$ cat config.mk
export PLATFORM = sky130hd
export DESIGN_NAME = exec_subsys_top
export DESIGN_NICKNAME = d
export VERILOG_FILES = /design/src/rtl/isa_pkg.sv /design/src/rtl/pipe_pkg.sv /design/src/rtl/alu.sv /design/src/rtl/alu_control.sv /design/src/rtl/exec_subsys_top.sv /design/src/rtl/id_ex_reg.sv /design/src/rtl/instr_decode.sv /design/src/rtl/seg_execute.sv
export SDC_FILE = /design/constraint.sdc
export NUM_CORES = 1
export LEC_CHECK = 0
export BUFFER_PORTS_ARGS = -buffer_cell sky130_fd_sc_hd__buf_2
export CAP_MARGIN = 20
export CORE_AREA = 2 2 211 213
export DETAILED_ROUTE_END_ITERATION = 10
export DIE_AREA = 0 0 213 215
export HOLD_SLACK_MARGIN = 0.15
export RECOVER_POWER = 50
export SETUP_SLACK_MARGIN = 0.1
export SLEW_MARGIN = 15
export SYNTH_ARGS = -nofsm -noshare
export SYNTH_HDL_FRONTEND = slang
export SYNTH_SLANG_ARGS = --single-unit
$ cat constraint.sdc
create_clock -name i_clk -period 18 [get_ports i_clk]
set_input_delay 0.9 -clock i_clk [delete_from_list [all_inputs] [get_ports i_clk]]
set_output_delay 0.9 -clock i_clk [all_outputs]
set_load 0.01 [all_outputs]
$ cat src/rtl/isa_pkg.sv
package isa_pkg;

    // Datapath and register address widths
    localparam int XLEN      = 32;
    localparam int NB_REG    = 5;
    localparam int NB_OPCODE = 6;
    localparam int NB_FUNCT  = 6;
    localparam int NB_IMM    = 16;

    // Primary opcodes
    localparam logic [NB_OPCODE-1:0] OP_RTYPE = 6'h00;
    localparam logic [NB_OPCODE-1:0] OP_BEQ   = 6'h04;
    localparam logic [NB_OPCODE-1:0] OP_BNE   = 6'h05;
    localparam logic [NB_OPCODE-1:0] OP_ADDIU = 6'h09;
    localparam logic [NB_OPCODE-1:0] OP_SLTI  = 6'h0a;
    localparam logic [NB_OPCODE-1:0] OP_ANDI  = 6'h0c;
    localparam logic [NB_OPCODE-1:0] OP_ORI   = 6'h0d;
    localparam logic [NB_OPCODE-1:0] OP_XORI  = 6'h0e;
    localparam logic [NB_OPCODE-1:0] OP_LUI   = 6'h0f;
    localparam logic [NB_OPCODE-1:0] OP_LW    = 6'h23;
    localparam logic [NB_OPCODE-1:0] OP_SW    = 6'h2b;

    // Function codes for R-type
    localparam logic [NB_FUNCT-1:0] FN_SLL  = 6'h00;
    localparam logic [NB_FUNCT-1:0] FN_SRL  = 6'h02;
    localparam logic [NB_FUNCT-1:0] FN_SRA  = 6'h03;
    localparam logic [NB_FUNCT-1:0] FN_ADDU = 6'h21;
    localparam logic [NB_FUNCT-1:0] FN_SUBU = 6'h23;
    localparam logic [NB_FUNCT-1:0] FN_AND  = 6'h24;
    localparam logic [NB_FUNCT-1:0] FN_OR   = 6'h25;
    localparam logic [NB_FUNCT-1:0] FN_XOR  = 6'h26;
    localparam logic [NB_FUNCT-1:0] FN_NOR  = 6'h27;
    localparam logic [NB_FUNCT-1:0] FN_SLT  = 6'h2a;
    localparam logic [NB_FUNCT-1:0] FN_SLTU = 6'h2b;

    // Register format
    typedef struct packed {
        logic [NB_OPCODE-1:0] opcode;
        logic [NB_REG-1:0]    rs;
        logic [NB_REG-1:0]    rt;
        logic [NB_REG-1:0]    rd;
        logic [NB_REG-1:0]    shamt;
        logic [NB_FUNCT-1:0]  funct;
    } instr_r_t;

    // Immediate format
    typedef struct packed {
        logic [NB_OPCODE-1:0] opcode;
        logic [NB_REG-1:0]    rs;
        logic [NB_REG-1:0]    rt;
        logic [NB_IMM-1:0]    imm;
    } instr_i_t;

    // Same 32-bit word read either way
    typedef union packed {
        instr_r_t r;
        instr_i_t i;
    } instr_u;

endpackage

$ cat src/rtl/pipe_pkg.sv
package pipe_pkg;

    import isa_pkg::*;

    localparam int NB_ALU_OP = 4;
    localparam int NB_ALU_FN = 4;
    localparam int NB_FWD    = 2;

    // Word access size for loads and stores
    localparam logic [1:0] MSIZE_WORD = 2'd2;

    // Operation requested by decode
    typedef enum logic [NB_ALU_OP-1:0] {
        AOP_ADD   = 4'd0,
        AOP_SUB   = 4'd1,
        AOP_AND   = 4'd2,
        AOP_OR    = 4'd3,
        AOP_XOR   = 4'd4,
        AOP_SLT   = 4'd5,
        AOP_LUI   = 4'd6,
        AOP_FUNCT = 4'd7
    } alu_op_e;

    // Function carried out by the ALU
    typedef enum logic [NB_ALU_FN-1:0] {
        ALU_ADD  = 4'd0,
        ALU_SUB  = 4'd1,
        ALU_AND  = 4'd2,
        ALU_OR   = 4'd3,
        ALU_XOR  = 4'd4,
        ALU_NOR  = 4'd5,
        ALU_SLT  = 4'd6,
        ALU_SLTU = 4'd7,
        ALU_SLL  = 4'd8,
        ALU_SRL  = 4'd9,
        ALU_SRA  = 4'd10,
        ALU_LUI  = 4'd11
    } alu_fn_e;

    // Code 3 is treated as register file
    typedef enum logic [NB_FWD-1:0] {
        FWD_REGFILE = 2'd0,
        FWD_MEM     = 2'd1,
        FWD_WB      = 2'd2
    } fwd_sel_e;

    typedef struct packed {
        logic    b_imm;
        logic    shift_imm;
        alu_op_e alu_op;
        logic    reg_dst;
    } ctrl_ex_t;

    typedef struct packed {
        logic       branch_eq;
        logic       branch_ne;
        logic       mem_read;
        logic       mem_write;
        logic [1:0] mem_size;
        logic       mem_unsigned;
        logic [1:0] rsvd;
    } ctrl_mem_t;

    typedef struct packed {
        logic reg_write;
        logic mem_to_reg;
    } ctrl_wb_t;

    // Item held between decode and execute
    typedef struct packed {
        logic [XLEN-1:0]     pc;
        logic [XLEN-1:0]     rs_data;
        logic [XLEN-1:0]     rt_data;
        logic [XLEN-1:0]     imm_ext;
        logic [NB_FUNCT-1:0] funct;
        logic [NB_REG-1:0]   rt;
        logic [NB_REG-1:0]   rd;
        logic [NB_REG-1:0]   shamt;
        ctrl_ex_t            ex;
        ctrl_mem_t           mem;
        ctrl_wb_t            wb;
    } id_ex_t;

    // Results leaving execute
    typedef struct packed {
        logic [XLEN-1:0]   alu_result;
        logic              zero;
        logic [XLEN-1:0]   write_data;
        logic [NB_REG-1:0] write_reg;
        ctrl_mem_t         mem;
        ctrl_wb_t          wb;
    } ex_out_t;

endpackage

$ cat src/rtl/alu.sv
`timescale 1ns/10ps

module alu
    import isa_pkg::*, pipe_pkg::*;
(
    input  alu_fn_e         i_alu_fn,
    input  logic [XLEN-1:0] i_a,
    input  logic [XLEN-1:0] i_b,
    output logic [XLEN-1:0] o_result,
    output logic            o_zero
);

    logic [NB_REG-1:0] shamt;

    // Only the low bits of B count for shifts
    assign shamt = i_b[NB_REG-1:0];

    always_comb begin
        case (i_alu_fn)
            ALU_ADD:  o_result = i_a + i_b;
            ALU_SUB:  o_result = i_a - i_b;
            ALU_AND:  o_result = i_a & i_b;
            ALU_OR:   o_result = i_a | i_b;
            ALU_XOR:  o_result = i_a ^ i_b;
            ALU_NOR:  o_result = ~(i_a | i_b);
            ALU_SLT:  o_result = {{(XLEN-1){1'b0}}, $signed(i_a) < $signed(i_b)};
            ALU_SLTU: o_result = {{(XLEN-1){1'b0}}, i_a < i_b};
            ALU_SLL:  o_result = i_a << shamt;
            ALU_SRL:  o_result = i_a >> shamt;
            ALU_SRA:  o_result = $unsigned($signed(i_a) >>> shamt);
            ALU_LUI:  o_result = {i_b[XLEN/2-1:0], {(XLEN/2){1'b0}}};
            default:  o_result = '0;
        endcase
    end

    assign o_zero = (o_result == '0);

endmodule

$ cat src/rtl/alu_control.sv
`timescale 1ns/10ps

module alu_control
    import isa_pkg::*, pipe_pkg::*;
(
    input  alu_op_e             i_alu_op,
    input  logic [NB_FUNCT-1:0] i_funct,
    output alu_fn_e             o_alu_fn
);

    always_comb begin
        case (i_alu_op)
            AOP_ADD: o_alu_fn = ALU_ADD;
            AOP_SUB: o_alu_fn = ALU_SUB;
            AOP_AND: o_alu_fn = ALU_AND;
            AOP_OR:  o_alu_fn = ALU_OR;
            AOP_XOR: o_alu_fn = ALU_XOR;
            AOP_SLT: o_alu_fn = ALU_SLT;
            AOP_LUI: o_alu_fn = ALU_LUI;
            AOP_FUNCT: begin
                // R-type picks its function from funct
                case (i_funct)
                    FN_ADDU: o_alu_fn = ALU_ADD;
                    FN_SUBU: o_alu_fn = ALU_SUB;
                    FN_AND:  o_alu_fn = ALU_AND;
                    FN_OR:   o_alu_fn = ALU_OR;
                    FN_XOR:  o_alu_fn = ALU_XOR;
                    FN_NOR:  o_alu_fn = ALU_NOR;
                    FN_SLT:  o_alu_fn = ALU_SLT;
                    FN_SLTU: o_alu_fn = ALU_SLTU;
                    FN_SLL:  o_alu_fn = ALU_SLL;
                    FN_SRL:  o_alu_fn = ALU_SRL;
                    FN_SRA:  o_alu_fn = ALU_SRA;
                    default: o_alu_fn = ALU_ADD;
                endcase
            end
            default: o_alu_fn = ALU_ADD;
        endcase
    end

endmodule

$ cat src/rtl/exec_subsys_top.sv
`timescale 1ns/10ps

module exec_subsys_top
    import isa_pkg::*, pipe_pkg::*;
(
    input  logic            i_clk,
    input  logic            i_rst,
    input  instr_u          i_instr,
    input  logic [XLEN-1:0] i_pc,
    input  logic [XLEN-1:0] i_rs_data,
    input  logic [XLEN-1:0] i_rt_data,
    input  fwd_sel_e        i_fwd_a,
    input  fwd_sel_e        i_fwd_b,
    input  logic [XLEN-1:0] i_fwd_mem_data,
    input  logic [XLEN-1:0] i_fwd_wb_data,
    input  logic            i_flush,
    output ex_out_t         o_ex,
    output logic [XLEN-1:0] o_branch_target
);

    // Decoded item and its registered copy
    id_ex_t rec_id;
    id_ex_t rec_ex;

    instr_decode u_instr_decode (
        .i_instr   (i_instr),
        .i_pc      (i_pc),
        .i_rs_data (i_rs_data),
        .i_rt_data (i_rt_data),
        .o_rec     (rec_id)
    );

    id_ex_reg u_id_ex_reg (
        .i_clk (i_clk),
        .i_rst (i_rst),
        .i_rec (rec_id),
        .o_rec (rec_ex)
    );

    seg_execute u_seg_execute (
        .i_clk           (i_clk),
        .i_rst           (i_rst),
        .i_rec           (rec_ex),
        .i_fwd_a         (i_fwd_a),
        .i_fwd_b         (i_fwd_b),
        .i_fwd_mem_data  (i_fwd_mem_data),
        .i_fwd_wb_data   (i_fwd_wb_data),
        .i_flush         (i_flush),
        .o_ex            (o_ex),
        .o_branch_target (o_branch_target)
    );

endmodule

$ cat src/rtl/id_ex_reg.sv
`timescale 1ns/10ps

module id_ex_reg
    import pipe_pkg::*;
(
    input  logic   i_clk,
    input  logic   i_rst,
    input  id_ex_t i_rec,
    output id_ex_t o_rec
);

    // An all-zero record decodes as a bubble
    always_ff @(posedge i_clk) begin
        if (!i_rst) begin
            o_rec <= '0;
        end else begin
            o_rec <= i_rec;
        end
    end

endmodule

$ cat src/rtl/instr_decode.sv
`timescale 1ns/10ps

module instr_decode
    import isa_pkg::*, pipe_pkg::*;
(
    input  instr_u          i_instr,
    input  logic [XLEN-1:0] i_pc,
    input  logic [XLEN-1:0] i_rs_data,
    input  logic [XLEN-1:0] i_rt_data,
    output id_ex_t          o_rec
);

    logic [NB_IMM-1:0] imm;
    logic              zero_ext;

    assign imm = i_instr.i.imm;

    // Logical immediates are unsigned
    assign zero_ext = (i_instr.i.opcode == OP_ANDI) ||
                      (i_instr.i.opcode == OP_ORI)  ||
                      (i_instr.i.opcode == OP_XORI);

    always_comb begin
        o_rec         = '0;
        o_rec.pc      = i_pc;
        o_rec.rs_data = i_rs_data;
        o_rec.rt_data = i_rt_data;
        o_rec.funct   = i_instr.r.funct;
        o_rec.rt      = i_instr.i.rt;
        o_rec.rd      = i_instr.r.rd;
        o_rec.shamt   = i_instr.r.shamt;

        if (zero_ext) begin
            o_rec.imm_ext = {{(XLEN-NB_IMM){1'b0}}, imm};
        end else begin
            o_rec.imm_ext = {{(XLEN-NB_IMM){imm[NB_IMM-1]}}, imm};
        end

        case (i_instr.r.opcode)
            OP_RTYPE: begin
                o_rec.ex.alu_op    = AOP_FUNCT;
                o_rec.ex.reg_dst   = 1'b1;
                o_rec.ex.shift_imm = (i_instr.r.funct == FN_SLL) ||
                                     (i_instr.r.funct == FN_SRL) ||
                                     (i_instr.r.funct == FN_SRA);
                o_rec.wb.reg_write = 1'b1;
            end
            OP_ADDIU, OP_ANDI, OP_ORI, OP_XORI, OP_SLTI, OP_LUI: begin
                o_rec.ex.b_imm     = 1'b1;
                o_rec.wb.reg_write = 1'b1;
                case (i_instr.i.opcode)
                    OP_ANDI: o_rec.ex.alu_op = AOP_AND;
                    OP_ORI:  o_rec.ex.alu_op = AOP_OR;
                    OP_XORI: o_rec.ex.alu_op = AOP_XOR;
                    OP_SLTI: o_rec.ex.alu_op = AOP_SLT;
                    OP_LUI:  o_rec.ex.alu_op = AOP_LUI;
                    default: o_rec.ex.alu_op = AOP_ADD;
                endcase
            end
            OP_LW: begin
                o_rec.ex.b_imm      = 1'b1;
                o_rec.ex.alu_op     = AOP_ADD;
                o_rec.mem.mem_read  = 1'b1;
                o_rec.mem.mem_size  = MSIZE_WORD;
                o_rec.wb.reg_write  = 1'b1;
                o_rec.wb.mem_to_reg = 1'b1;
            end
            OP_SW: begin
                o_rec.ex.b_imm      = 1'b1;
                o_rec.ex.alu_op     = AOP_ADD;
                o_rec.mem.mem_write = 1'b1;
                o_rec.mem.mem_size  = MSIZE_WORD;
            end
            // Compare by subtraction, equality shows on zero
            OP_BEQ: begin
                o_rec.ex.alu_op     = AOP_SUB;
                o_rec.mem.branch_eq = 1'b1;
            end
            OP_BNE: begin
                o_rec.ex.alu_op     = AOP_SUB;
                o_rec.mem.branch_ne = 1'b1;
            end
            default: begin
                o_rec.ex  = '0;
                o_rec.mem = '0;
                o_rec.wb  = '0;
            end
        endcase
    end

endmodule

$ cat src/rtl/seg_execute.sv
`timescale 1ns/10ps

module seg_execute
    import isa_pkg::*, pipe_pkg::*;
(
    input  logic            i_clk,
    input  logic            i_rst,
    input  id_ex_t          i_rec,
    input  fwd_sel_e        i_fwd_a,
    input  fwd_sel_e        i_fwd_b,
    input  logic [XLEN-1:0] i_fwd_mem_data,
    input  logic [XLEN-1:0] i_fwd_wb_data,
    input  logic            i_flush,
    output ex_out_t         o_ex,
    output logic [XLEN-1:0] o_branch_target
);

    logic [XLEN-1:0] rs_val;
    logic [XLEN-1:0] rt_val;
    logic [XLEN-1:0] alu_a;
    logic [XLEN-1:0] alu_b;
    logic [XLEN-1:0] alu_result;
    logic            alu_zero;
    alu_fn_e         alu_fn;

    // Forwarding source choice for one operand
    function automatic logic [XLEN-1:0] fwd_pick(
        input fwd_sel_e        sel,
        input logic [XLEN-1:0] reg_val,
        input logic [XLEN-1:0] mem_val,
        input logic [XLEN-1:0] wb_val
    );
        case (sel)
            FWD_MEM: return mem_val;
            FWD_WB:  return wb_val;
            default: return reg_val;
        endcase
    endfunction

    assign rs_val = fwd_pick(i_fwd_a, i_rec.rs_data, i_fwd_mem_data, i_fwd_wb_data);
    assign rt_val = fwd_pick(i_fwd_b, i_rec.rt_data, i_fwd_mem_data, i_fwd_wb_data);

    // Shifts operate on rt by shamt
    assign alu_a = i_rec.ex.shift_imm ? rt_val : rs_val;

    always_comb begin
        if (i_rec.ex.shift_imm) begin
            alu_b = {{(XLEN-NB_REG){1'b0}}, i_rec.shamt};
        end else if (i_rec.ex.b_imm) begin
            alu_b = i_rec.imm_ext;
        end else begin
            alu_b = rt_val;
        end
    end

    alu_control u_alu_control (
        .i_alu_op (i_rec.ex.alu_op),
        .i_funct  (i_rec.funct),
        .o_alu_fn (alu_fn)
    );

    alu u_alu (
        .i_alu_fn (alu_fn),
        .i_a      (alu_a),
        .i_b      (alu_b),
        .o_result (alu_result),
        .o_zero   (alu_zero)
    );

    always_comb begin
        o_ex.alu_result = alu_result;
        o_ex.zero       = alu_zero;
        o_ex.write_data = rt_val;
        o_ex.write_reg  = i_rec.ex.reg_dst ? i_rec.rd : i_rec.rt;
        // Flush turns the item into a bubble downstream
        o_ex.mem        = i_flush ? '0 : i_rec.mem;
        o_ex.wb         = i_flush ? '0 : i_rec.wb;
    end

    // Target lands one cycle after the ALU result
    always_ff @(posedge i_clk) begin
        if (!i_rst) begin
            o_branch_target <= '0;
        end else begin
            o_branch_target <= i_rec.pc + XLEN'(4) + (i_rec.imm_ext << 2);
        end
    end

endmodule

==> impl_metrics.py, run 1 <==
metrics = {
    "setup_path": {
        "worstSetupPathType": "in2out",
        "r2r_start": "u_id_ex_reg.o_rec[34]$_SDFF_PN0_",
        "crit_start": "i_fwd_b[0]",
        "worst-r2r-cell-count": 15,
        "reg2reg_slack_ns": 13.37,
        "r2r-end": "u_seg_execute.o_branch_target[25]$_SDFF_PN0_",
        "crit_required_ns": 17.10,
        "start_kind": "input pin",
        "crit_fanout": 67,
        "crit_end": "o_ex[48]",
        "end_kind": "output port",
        "cp.arrival_ns": 8.09,
    },
    "timing": {
        "fmax_mhz": 111.2,
        "clock_skew_ns": 0.01097,
        "rsz0062_at_grt": "no",
        "min_period_ns": 8.993,
        "drv_slew": 130,
        "worst_pin_slew_ns": 2.542,
        "period_share_pct": 49.96,
        "hold_slack_ns": 0.4412,
        "setup_tns_ns": 0,
        "finalHoldViolCount": 0,
        "setup_viol": 0,
        "max_slew_margin_pct": -69.45,
        "fin_ws_ns": 9.007,
    },
    "synth": {
        "yosys_warnings": 0,
        "avgSynthCellArea_sq_um": 7.497,
        "synth_compound_area_share_pct": 30.41,
        "synth_fa_ha_area_share_pct": 11.55,
        "ys_seq_area_share_pct": 17.13,
        "yosys.area_share.simple_pct": 25.28,
        "synthMuxAreaShare_pct": 5.775,
        "syn_inst": 2526,
        "synthArstFlopShare_pct": 0,
        "synth_edf_count": 0,
        "ys_ff_latch": 162,
        "synth_top_family_by_area": "compound AO/OA/AOI/OAI gates",
        "synth.distinct_cells": 102,
        "synthFlopType": "dfxtp_1",
        "synth-xor-area-share_pct": 1.989,
        "syn-cell-area_sq_mm": 0.01894,
    },
    "power_and_ir_drop": {
        "ir_drop_mv": 0.1022,
        "swShare_pct": 50.20,
        "p_comb_share_pct": 58.9,
        "p_int_uw": 914.8,
        "p_leak_uw": 0.009299,
        "p_seq_share_pct": 21.3,
        "power_density_mw_per_mm2": 86.49,
        "switching_power_uw": 922.3,
        "power_frac_clock_pct": 19.8,
    },
    "clock_tree": {
        "clockRootBuffer": "clkbuf_16",
        "clk_pin_slew_worst_paths_ns": 0.07,
        "clkLatencyLatePin_ns": 0.45,
        "cts_setup_buffers": 0,
        "h-tree-depth": 4,
        "numCtsBuffers": 17,
        "cts_buffer_depth": 2,
        "cts_resized": 0,
        "ctsHoldBuffers": 0,
        "cts_tree": "done",
        "clock-sinks": 162,
    },
    "finish": {
        "seqCellArea_sq_mm": 0.003247,
        "fin_nets": 3109,
        "fillers": 4521,
        "multiInputGateArea_sq_mm": 0.01425,
        "layout-drive-gt1-share_pct": 17.96,
        "design_area_sq_mm": 0.02124,
        "syn_to_final_growth_pct": 12.16,
        "layoutNonFillerInstCount": 3346,
    },
    "global_routing": {
        "overflow": 0,
        "antenna_found_initial": 8,
        "grt_max_degree": 75,
        "track_usage_pct": 40.01,
        "grt_pass1_vias": 20474,
        "grt_pass1_wl_mm": 135.6,
    },
    "routing": {
        "viasPerCell": 6.409,
        "drc": 0,
        "finalWirelength_mm": 93.79,
        "wl_per_cell_um": 28.03,
        "drt-initial-drc-count": 2439,
        "drt_pre_antenna_iters": 6,
        "via_count": 21443,
        "postRouteAntennaNets": 0,
    },
    "job": {
        "maxCapViolCount": 2,
    },
    "die": {
        "num_rows": 77,
        "core_region_area_sq_mm": 0.04364,
        "dieArea_sq_mm": 0.04580,
        "start_util_pct": 43.39,
        "fp.dieH_um": 215,
        "die_w_um": 213,
        "io_pins": 312,
    },
    "placed_design": {
        "dp_hpwl_mm": 73.83,
        "numPlacedInstances": 3308,
        "io_buffer_count": 302,
        "place_area_sq_mm": 0.02068,
        "gp_congestion": 1.060,
        "dp_slack_ns": 9.368,
    },
    "outcome": {
        "outcome": "finished with violations",
        "violations": "capacitance limit, slew limit",
    },
    "worst_hold_path": {
        "hp-class": "reg2reg",
    },
}
==> synthesized netlist by cell type (14+ instances only) <==
cell      number  area (sq um)
or3_1         18         112.6
o21ai_0      132         660.6
a21oi_1      165         825.8
o221ai_1      14         122.6
a221oi_1      45         394.1
a21o_1        27         202.7
a31oi_1       34         212.7
nor2_1       176         660.6
a22oi_1       55         412.9
buf_2         54         270.3
ha_1         170          2127
a211oi_1      45         337.8
nor4_1        25         156.4
and3_1        16         100.1
nand2_1      217         814.5
o211ai_1      30         225.2
inv_1        103         386.6
buf_6         26         292.8
nor3b_1       14         105.1
nand3_1       65         325.3
a221oi_2      15         225.2
xnor2_1       30         262.8
o22ai_1       38         237.7
o21ai_1       31         155.2
nor2b_1       69         431.7
and2_1       134         838.3
nor3_1        94         470.5
o31ai_1       18         135.1
buf_4         26         195.2
dfxtp_1      162          3243
mux2i_1       95         950.9
nand2b_1      30         187.7
clkbuf_1      65         244.0
==> cells by family (layout without fill, tap and decap cells) <==
| kind of cell | Yosys count | after routing |
|---|---|---|
| buffers and inverters | 294 | 515 |
| XOR/XNOR | 43 | 43 |
| multiplexers | 107 | 107 |
| AO/OA/AOI/OAI | 815 | 815 |
| flip-flops | 162 | 162 |
| adder cells (fa/ha/maj) | 173 | 173 |
| other | 1 | 8 |
| AND/OR/NAND/NOR | 931 | 931 |
==> registers in the layout, indices dropped and copies added (netlist names) <==
name	cells
u_seg_execute.o_branch_target	32
u_id_ex_reg.o_rec	130
==> per-layer routing <==
metal	routed length [um]	vias to the layer above	GRT usage [%]
met1	38440	10239	51.71
li1	-	9707	-
met5	27	-	0
met3	9200	237	9.747
met2	41010	1256	61.75
met4	5114	4	19.93
==> layout by cell type, fill, tap and decap left out, types with 16 or more instances in the layout <==
cell type,n
inv_1,103
o211ai_1,30
clkbuf_16,17
nand2_1,217
buf_2,271
a211oi_1,45
nor2b_1,69
o21ai_0,132
a21oi_1,165
dfxtp_1,161
nand3_1,65
and2_0,38
and2_1,96
nand2b_1,30
a221oi_1,45
a21o_1,27
and3_1,16
nor2_1,174
buf_4,67
nor4_1,23
o22ai_1,38
a31oi_1,34
xnor2_1,30
o21ai_1,31
nor3_1,94
clkbuf_1,36
ha_1,167
a22oi_1,55
or3_1,18
mux2i_1,95
o31ai_1,18
==> power by group through the flow <==
stage,clock (uW),sequential (uW),combinational [uW]
floorplan,0,399,676
global placement,0,399,1030
detailed placement,0,399,1040
CTS,369,391,1050
global route,382,393,1140
finish,364,391,1080
==> through the flow <==
stage	utilization, %	total power [uW]
finish	48.67	1837
global route	48.65	1919
CTS	48.73	1809
detailed placement	47.39	1443
global placement	47.37	1434
floorplan	-	1075
==> critical path, stage by stage <==
cell	delay (ns)
buf_2	0.12
inv_1	0.05
ha_2	0.30
buf_4	0.58
a221oi_2	0.13
nor3_1	0.67
a21oi_1	0.09
nor2_1	0.37
inv_1	0.28
ha_1	0.59
nand4_1	0.20
o31ai_1	0.76
a221o_1	0.36
a31oi_1	0.14
o31ai_1	0.61
xor2_1	0.13
a211oi_1	0.35
o21ai_1	0.16
or4_1	0.54
or4_1	0.43
nor3_2	0.12
buf_2	0.15
==> layout make-up <==
type                       instances  share of cell area, %
tap                              592                  3.487
multi-input combinational       2073                  67.10
timing repair buffer             373                  9.373
antenna                            4                0.04713
clock inverter                    14                 0.7423
inverter                         110                  1.944
clock buffer                      18                  2.021
sequential                       162                  15.29
==> worst min-delay path by stage <==
| stage | to | slack (ns) | cells after the start | from |
|---|---|---|---|---|
| 2_1_floorplan | u_seg_execute.o_branch_target[0]$_SDFF_PN0_ | 0.41 | 1 | u_id_ex_reg.o_rec[135]$_SDFF_PN0_ |
| 3_3_place_gp | u_seg_execute.o_branch_target[0]$_SDFF_PN0_ | 0.41 | 1 | u_id_ex_reg.o_rec[135]$_SDFF_PN0_ |
| 3_5_place_dp | u_seg_execute.o_branch_target[0]$_SDFF_PN0_ | 0.42 | 1 | u_id_ex_reg.o_rec[135]$_SDFF_PN0_ |
| 4_1_cts | u_seg_execute.o_branch_target[0]$_SDFF_PN0_ | 0.44 | 1 | u_id_ex_reg.o_rec[135]$_SDFF_PN0_ |
| 5_1_grt | u_seg_execute.o_branch_target[1]$_SDFF_PN0_ | 0.49 | 1 | u_id_ex_reg.o_rec[136]$_SDFF_PN0_ |
| 6_report | u_seg_execute.o_branch_target[0]$_SDFF_PN0_ | 0.44 | 1 | u_id_ex_reg.o_rec[135]$_SDFF_PN0_ |
Power figures use the tool's default switching activity.
==> inputs of run 2 (changes only) <==
--- a/config.mk
+++ b/config.mk
@@ -11,6 +11,7 @@
 export DETAILED_ROUTE_END_ITERATION = 10
 export DIE_AREA = 0 0 213 215
 export HOLD_SLACK_MARGIN = 0.15
+export PLACE_DENSITY = 0.67
 export RECOVER_POWER = 50
 export SETUP_SLACK_MARGIN = 0.1
 export SLEW_MARGIN = 15
==> constraint.sdc (replaced) <==
create_clock -name i_clk -period 8.1 [get_ports i_clk]
set_input_delay 0.405 -clock i_clk [delete_from_list [all_inputs] [get_ports i_clk]]
set_output_delay 0.405 -clock i_clk [all_outputs]
set_load 0.01 [all_outputs]
==> run 2 against run 1 <==
The run still ends with capacitance limit, slew limit left. Sequential power up 120%. Critical path type unchanged. Critical path depth up 1. Die area stayed put. Worst setup slack lost 8.1 ns. First-iteration DRC count is 7.8% higher. Total power increased by 130%. Critical endpoint unchanged. Combinational power grew 140%. Final cell count grew 1.1%. Non-clock buffer count up 36.
==> impl_metrics.py, run 2 (synthesized netlist as in run 1, its figures left out) <==
metrics = {
    "outcome": {
        "outcome": "finished with violations",
        "violations": "capacitance limit, slew limit",
    },
    "placed_design": {
        "dp_hpwl_mm": 79.61,
        "dp_slack_ns": 1.058,
        "place_area_sq_mm": 0.02089,
        "io_buffer_count": 302,
        "gp_congestion": 1.044,
    },
    "finish": {
        "largest_register": "u_id_ex_reg.o_rec",
        "fin_nets": 3145,
        "layout_commonest_cell": "buf_2",
        "syn_to_final_growth_pct": 13.87,
        "reg_top3": "u_id_ex_reg.o_rec (130), u_seg_execute.o_branch_target (32)",
        "largest_register_ffs": 130,
        "design_area_sq_mm": 0.02156,
        "final_cell_mix": "buf_2 (293), nand2_1 (217), nor2_1 (173)",
        "layout-drive-gt1-share_pct": 19.53,
    },
    "routing": {
        "viasPerCell": 6.530,
        "via_count": 22096,
        "drt_pre_antenna_iters": 7,
        "wl_per_cell_um": 29.82,
        "finalWirelength_mm": 100.9,
        "postRouteAntennaNets": 0,
        "drc": 0,
        "drt-initial-drc-count": 2629,
    },
    "die": {
        "start_util_pct": 43.39,
        "fp.dieH_um": 215,
        "core_region_area_sq_mm": 0.04364,
        "die_w_um": 213,
        "dieArea_sq_mm": 0.04580,
        "num_rows": 77,
        "io_pins": 312,
    },
    "clock_tree": {
        "cts_tree": "done",
        "numCtsBuffers": 17,
        "h-tree-depth": 4,
        "clockRootBuffer": "clkbuf_16",
        "clkLatencyLatePin_ns": 0.45,
        "cts_buffer_depth": 2,
        "cts_resized": 0,
        "clock-sinks": 162,
        "cts_setup_buffers": 0,
        "clk_pin_slew_worst_paths_ns": 0.08,
    },
    "job": {
        "maxCapViolCount": 1,
    },
    "timing": {
        "drv_slew": 127,
        "fin_ws_ns": 0.9043,
        "max_slew_margin_pct": -188.6,
        "fmax_mhz": 139.0,
        "clock_skew_ns": 0.01008,
        "finalHoldViolCount": 0,
        "setup_tns_ns": 0,
        "setup_viol": 0,
        "min_period_ns": 7.196,
        "rsz0062_at_grt": "no",
        "period_share_pct": 88.84,
        "worst_pin_slew_ns": 4.329,
    },
    "power_and_ir_drop": {
        "ir_drop_mv": 0.1740,
        "power_density_mw_per_mm2": 195.7,
        "p_leak_uw": 0.009535,
    },
    "global_routing": {
        "grt_pass1_wl_mm": 143.9,
        "grt_busiest_layer": "met2",
        "use_met2_pct": 64.43,
        "track_usage_pct": 43.09,
        "overflow": 0,
        "grt_util_met3_pct": 12.03,
        "met1_usage_pct": 54.15,
        "grt_max_degree": 127,
        "antenna_found_initial": 11,
        "grt_pass1_vias": 20809,
    },
    "setup_path": {
        "end_kind": "output port",
        "crit_fanout": 24,
        "crit_required_ns": 7.70,
        "start_kind": "input pin",
        "cp.arrival_ns": 6.79,
        "worstSetupPathType": "in2out",
    },
    "worst_hold_path": {
        "hp-class": "in2reg",
    },
}
run 2: cell count changes in the layout (fill, tap and decap cells not counted), sizes merged:
cell / previous run / this run
dlygate4sd3: 0 / 10
clkinvlp: 2 / 1
diode: 4 / 6
clkbuf: 53 / 29
buf: 338 / 387
inv: 117 / 116
clkinv: 5 / 8
run 2: layer usage:
layer	vias up	share of wire, %
met1	10492	39
met4	6	7.3
met5	-	0.044
met3	303	11
li1	9793	-
met2	1502	43
run 2: final cells by class:
type,count,area (sq um)
fillers,4430,22080
multi-input cells,2073,14250
flip-flops and latches,162,3247
repair buffers,409,2317
well taps,592,740.7
clock buffers,17,425.4
inverters,110,412.9
clock inverters,15,158.9
diodes,6,15.01
run 2: power by group:
group / internal (uW) / total, uW / switching (uW)
Clock: 412 / 804 / 393
Combinational: 815 / 2550 / 1730
Sequential: 844 / 868 / 24.0
run 2: metrics by stage:
stage,hold WS (ns),util (%),total power (uW),instances
3_5_place_dp,0.4185,47.86,3312,3336
5_1_grt,0.1547,49.41,4389,3383
4_1_cts,0.1502,49.41,4122,3377
2_1_floorplan,0.4119,-,2388,2529
6_report,0.1514,49.41,4221,3384
3_3_place_gp,0.4139,47.86,3304,3336
run 2: final timing paths:
| kind | start | end | slack [ns] | cells after the start |
|---|---|---|---|---|
| worst max-delay path | i_fwd_b[0] | o_ex[48] | 0.90 | 23 |
| worst max register to register | u_id_ex_reg.o_rec[35]$_SDFF_PN0_ | u_seg_execute.o_branch_target[30]$_SDFF_PN0_ | 3.51 | 15 |
| worst min-delay path | i_rt_data[21] | u_id_ex_reg.o_rec[92]$_SDFF_PN0_ | 0.15 | 2 |
| worst min register to register | u_id_ex_reg.o_rec[135]$_SDFF_PN0_ | u_seg_execute.o_branch_target[0]$_SDFF_PN0_ | 0.44 | 1 |
run 2: repair_timing:
action	4_1_cts	5_1_grt
setup endpoints to repair	0	0
hold buffers	9	1
hold endpoints to repair	9	1
run 2: critical path: stages:
cell and delay [ns]:
buf_2 0.11, inv_1 0.06, ha_2 0.55, a22oi_1 0.18, o21ai_1 0.48, nand2b_1 0.10, a21oi_1 0.50, inv_1 0.17
ha_1 0.44, nor4_2 0.53, nand2_1 0.10, o21ai_1 0.30, and3_1 0.26, o311ai_2 0.17, a41o_1 0.31, o21ai_1 0.36
nor4_2 0.06, nor3_1 0.23, mux2_2 0.36, a211o_1 0.28, or4_1 0.56, nor3_2 0.12, buf_2 0.15
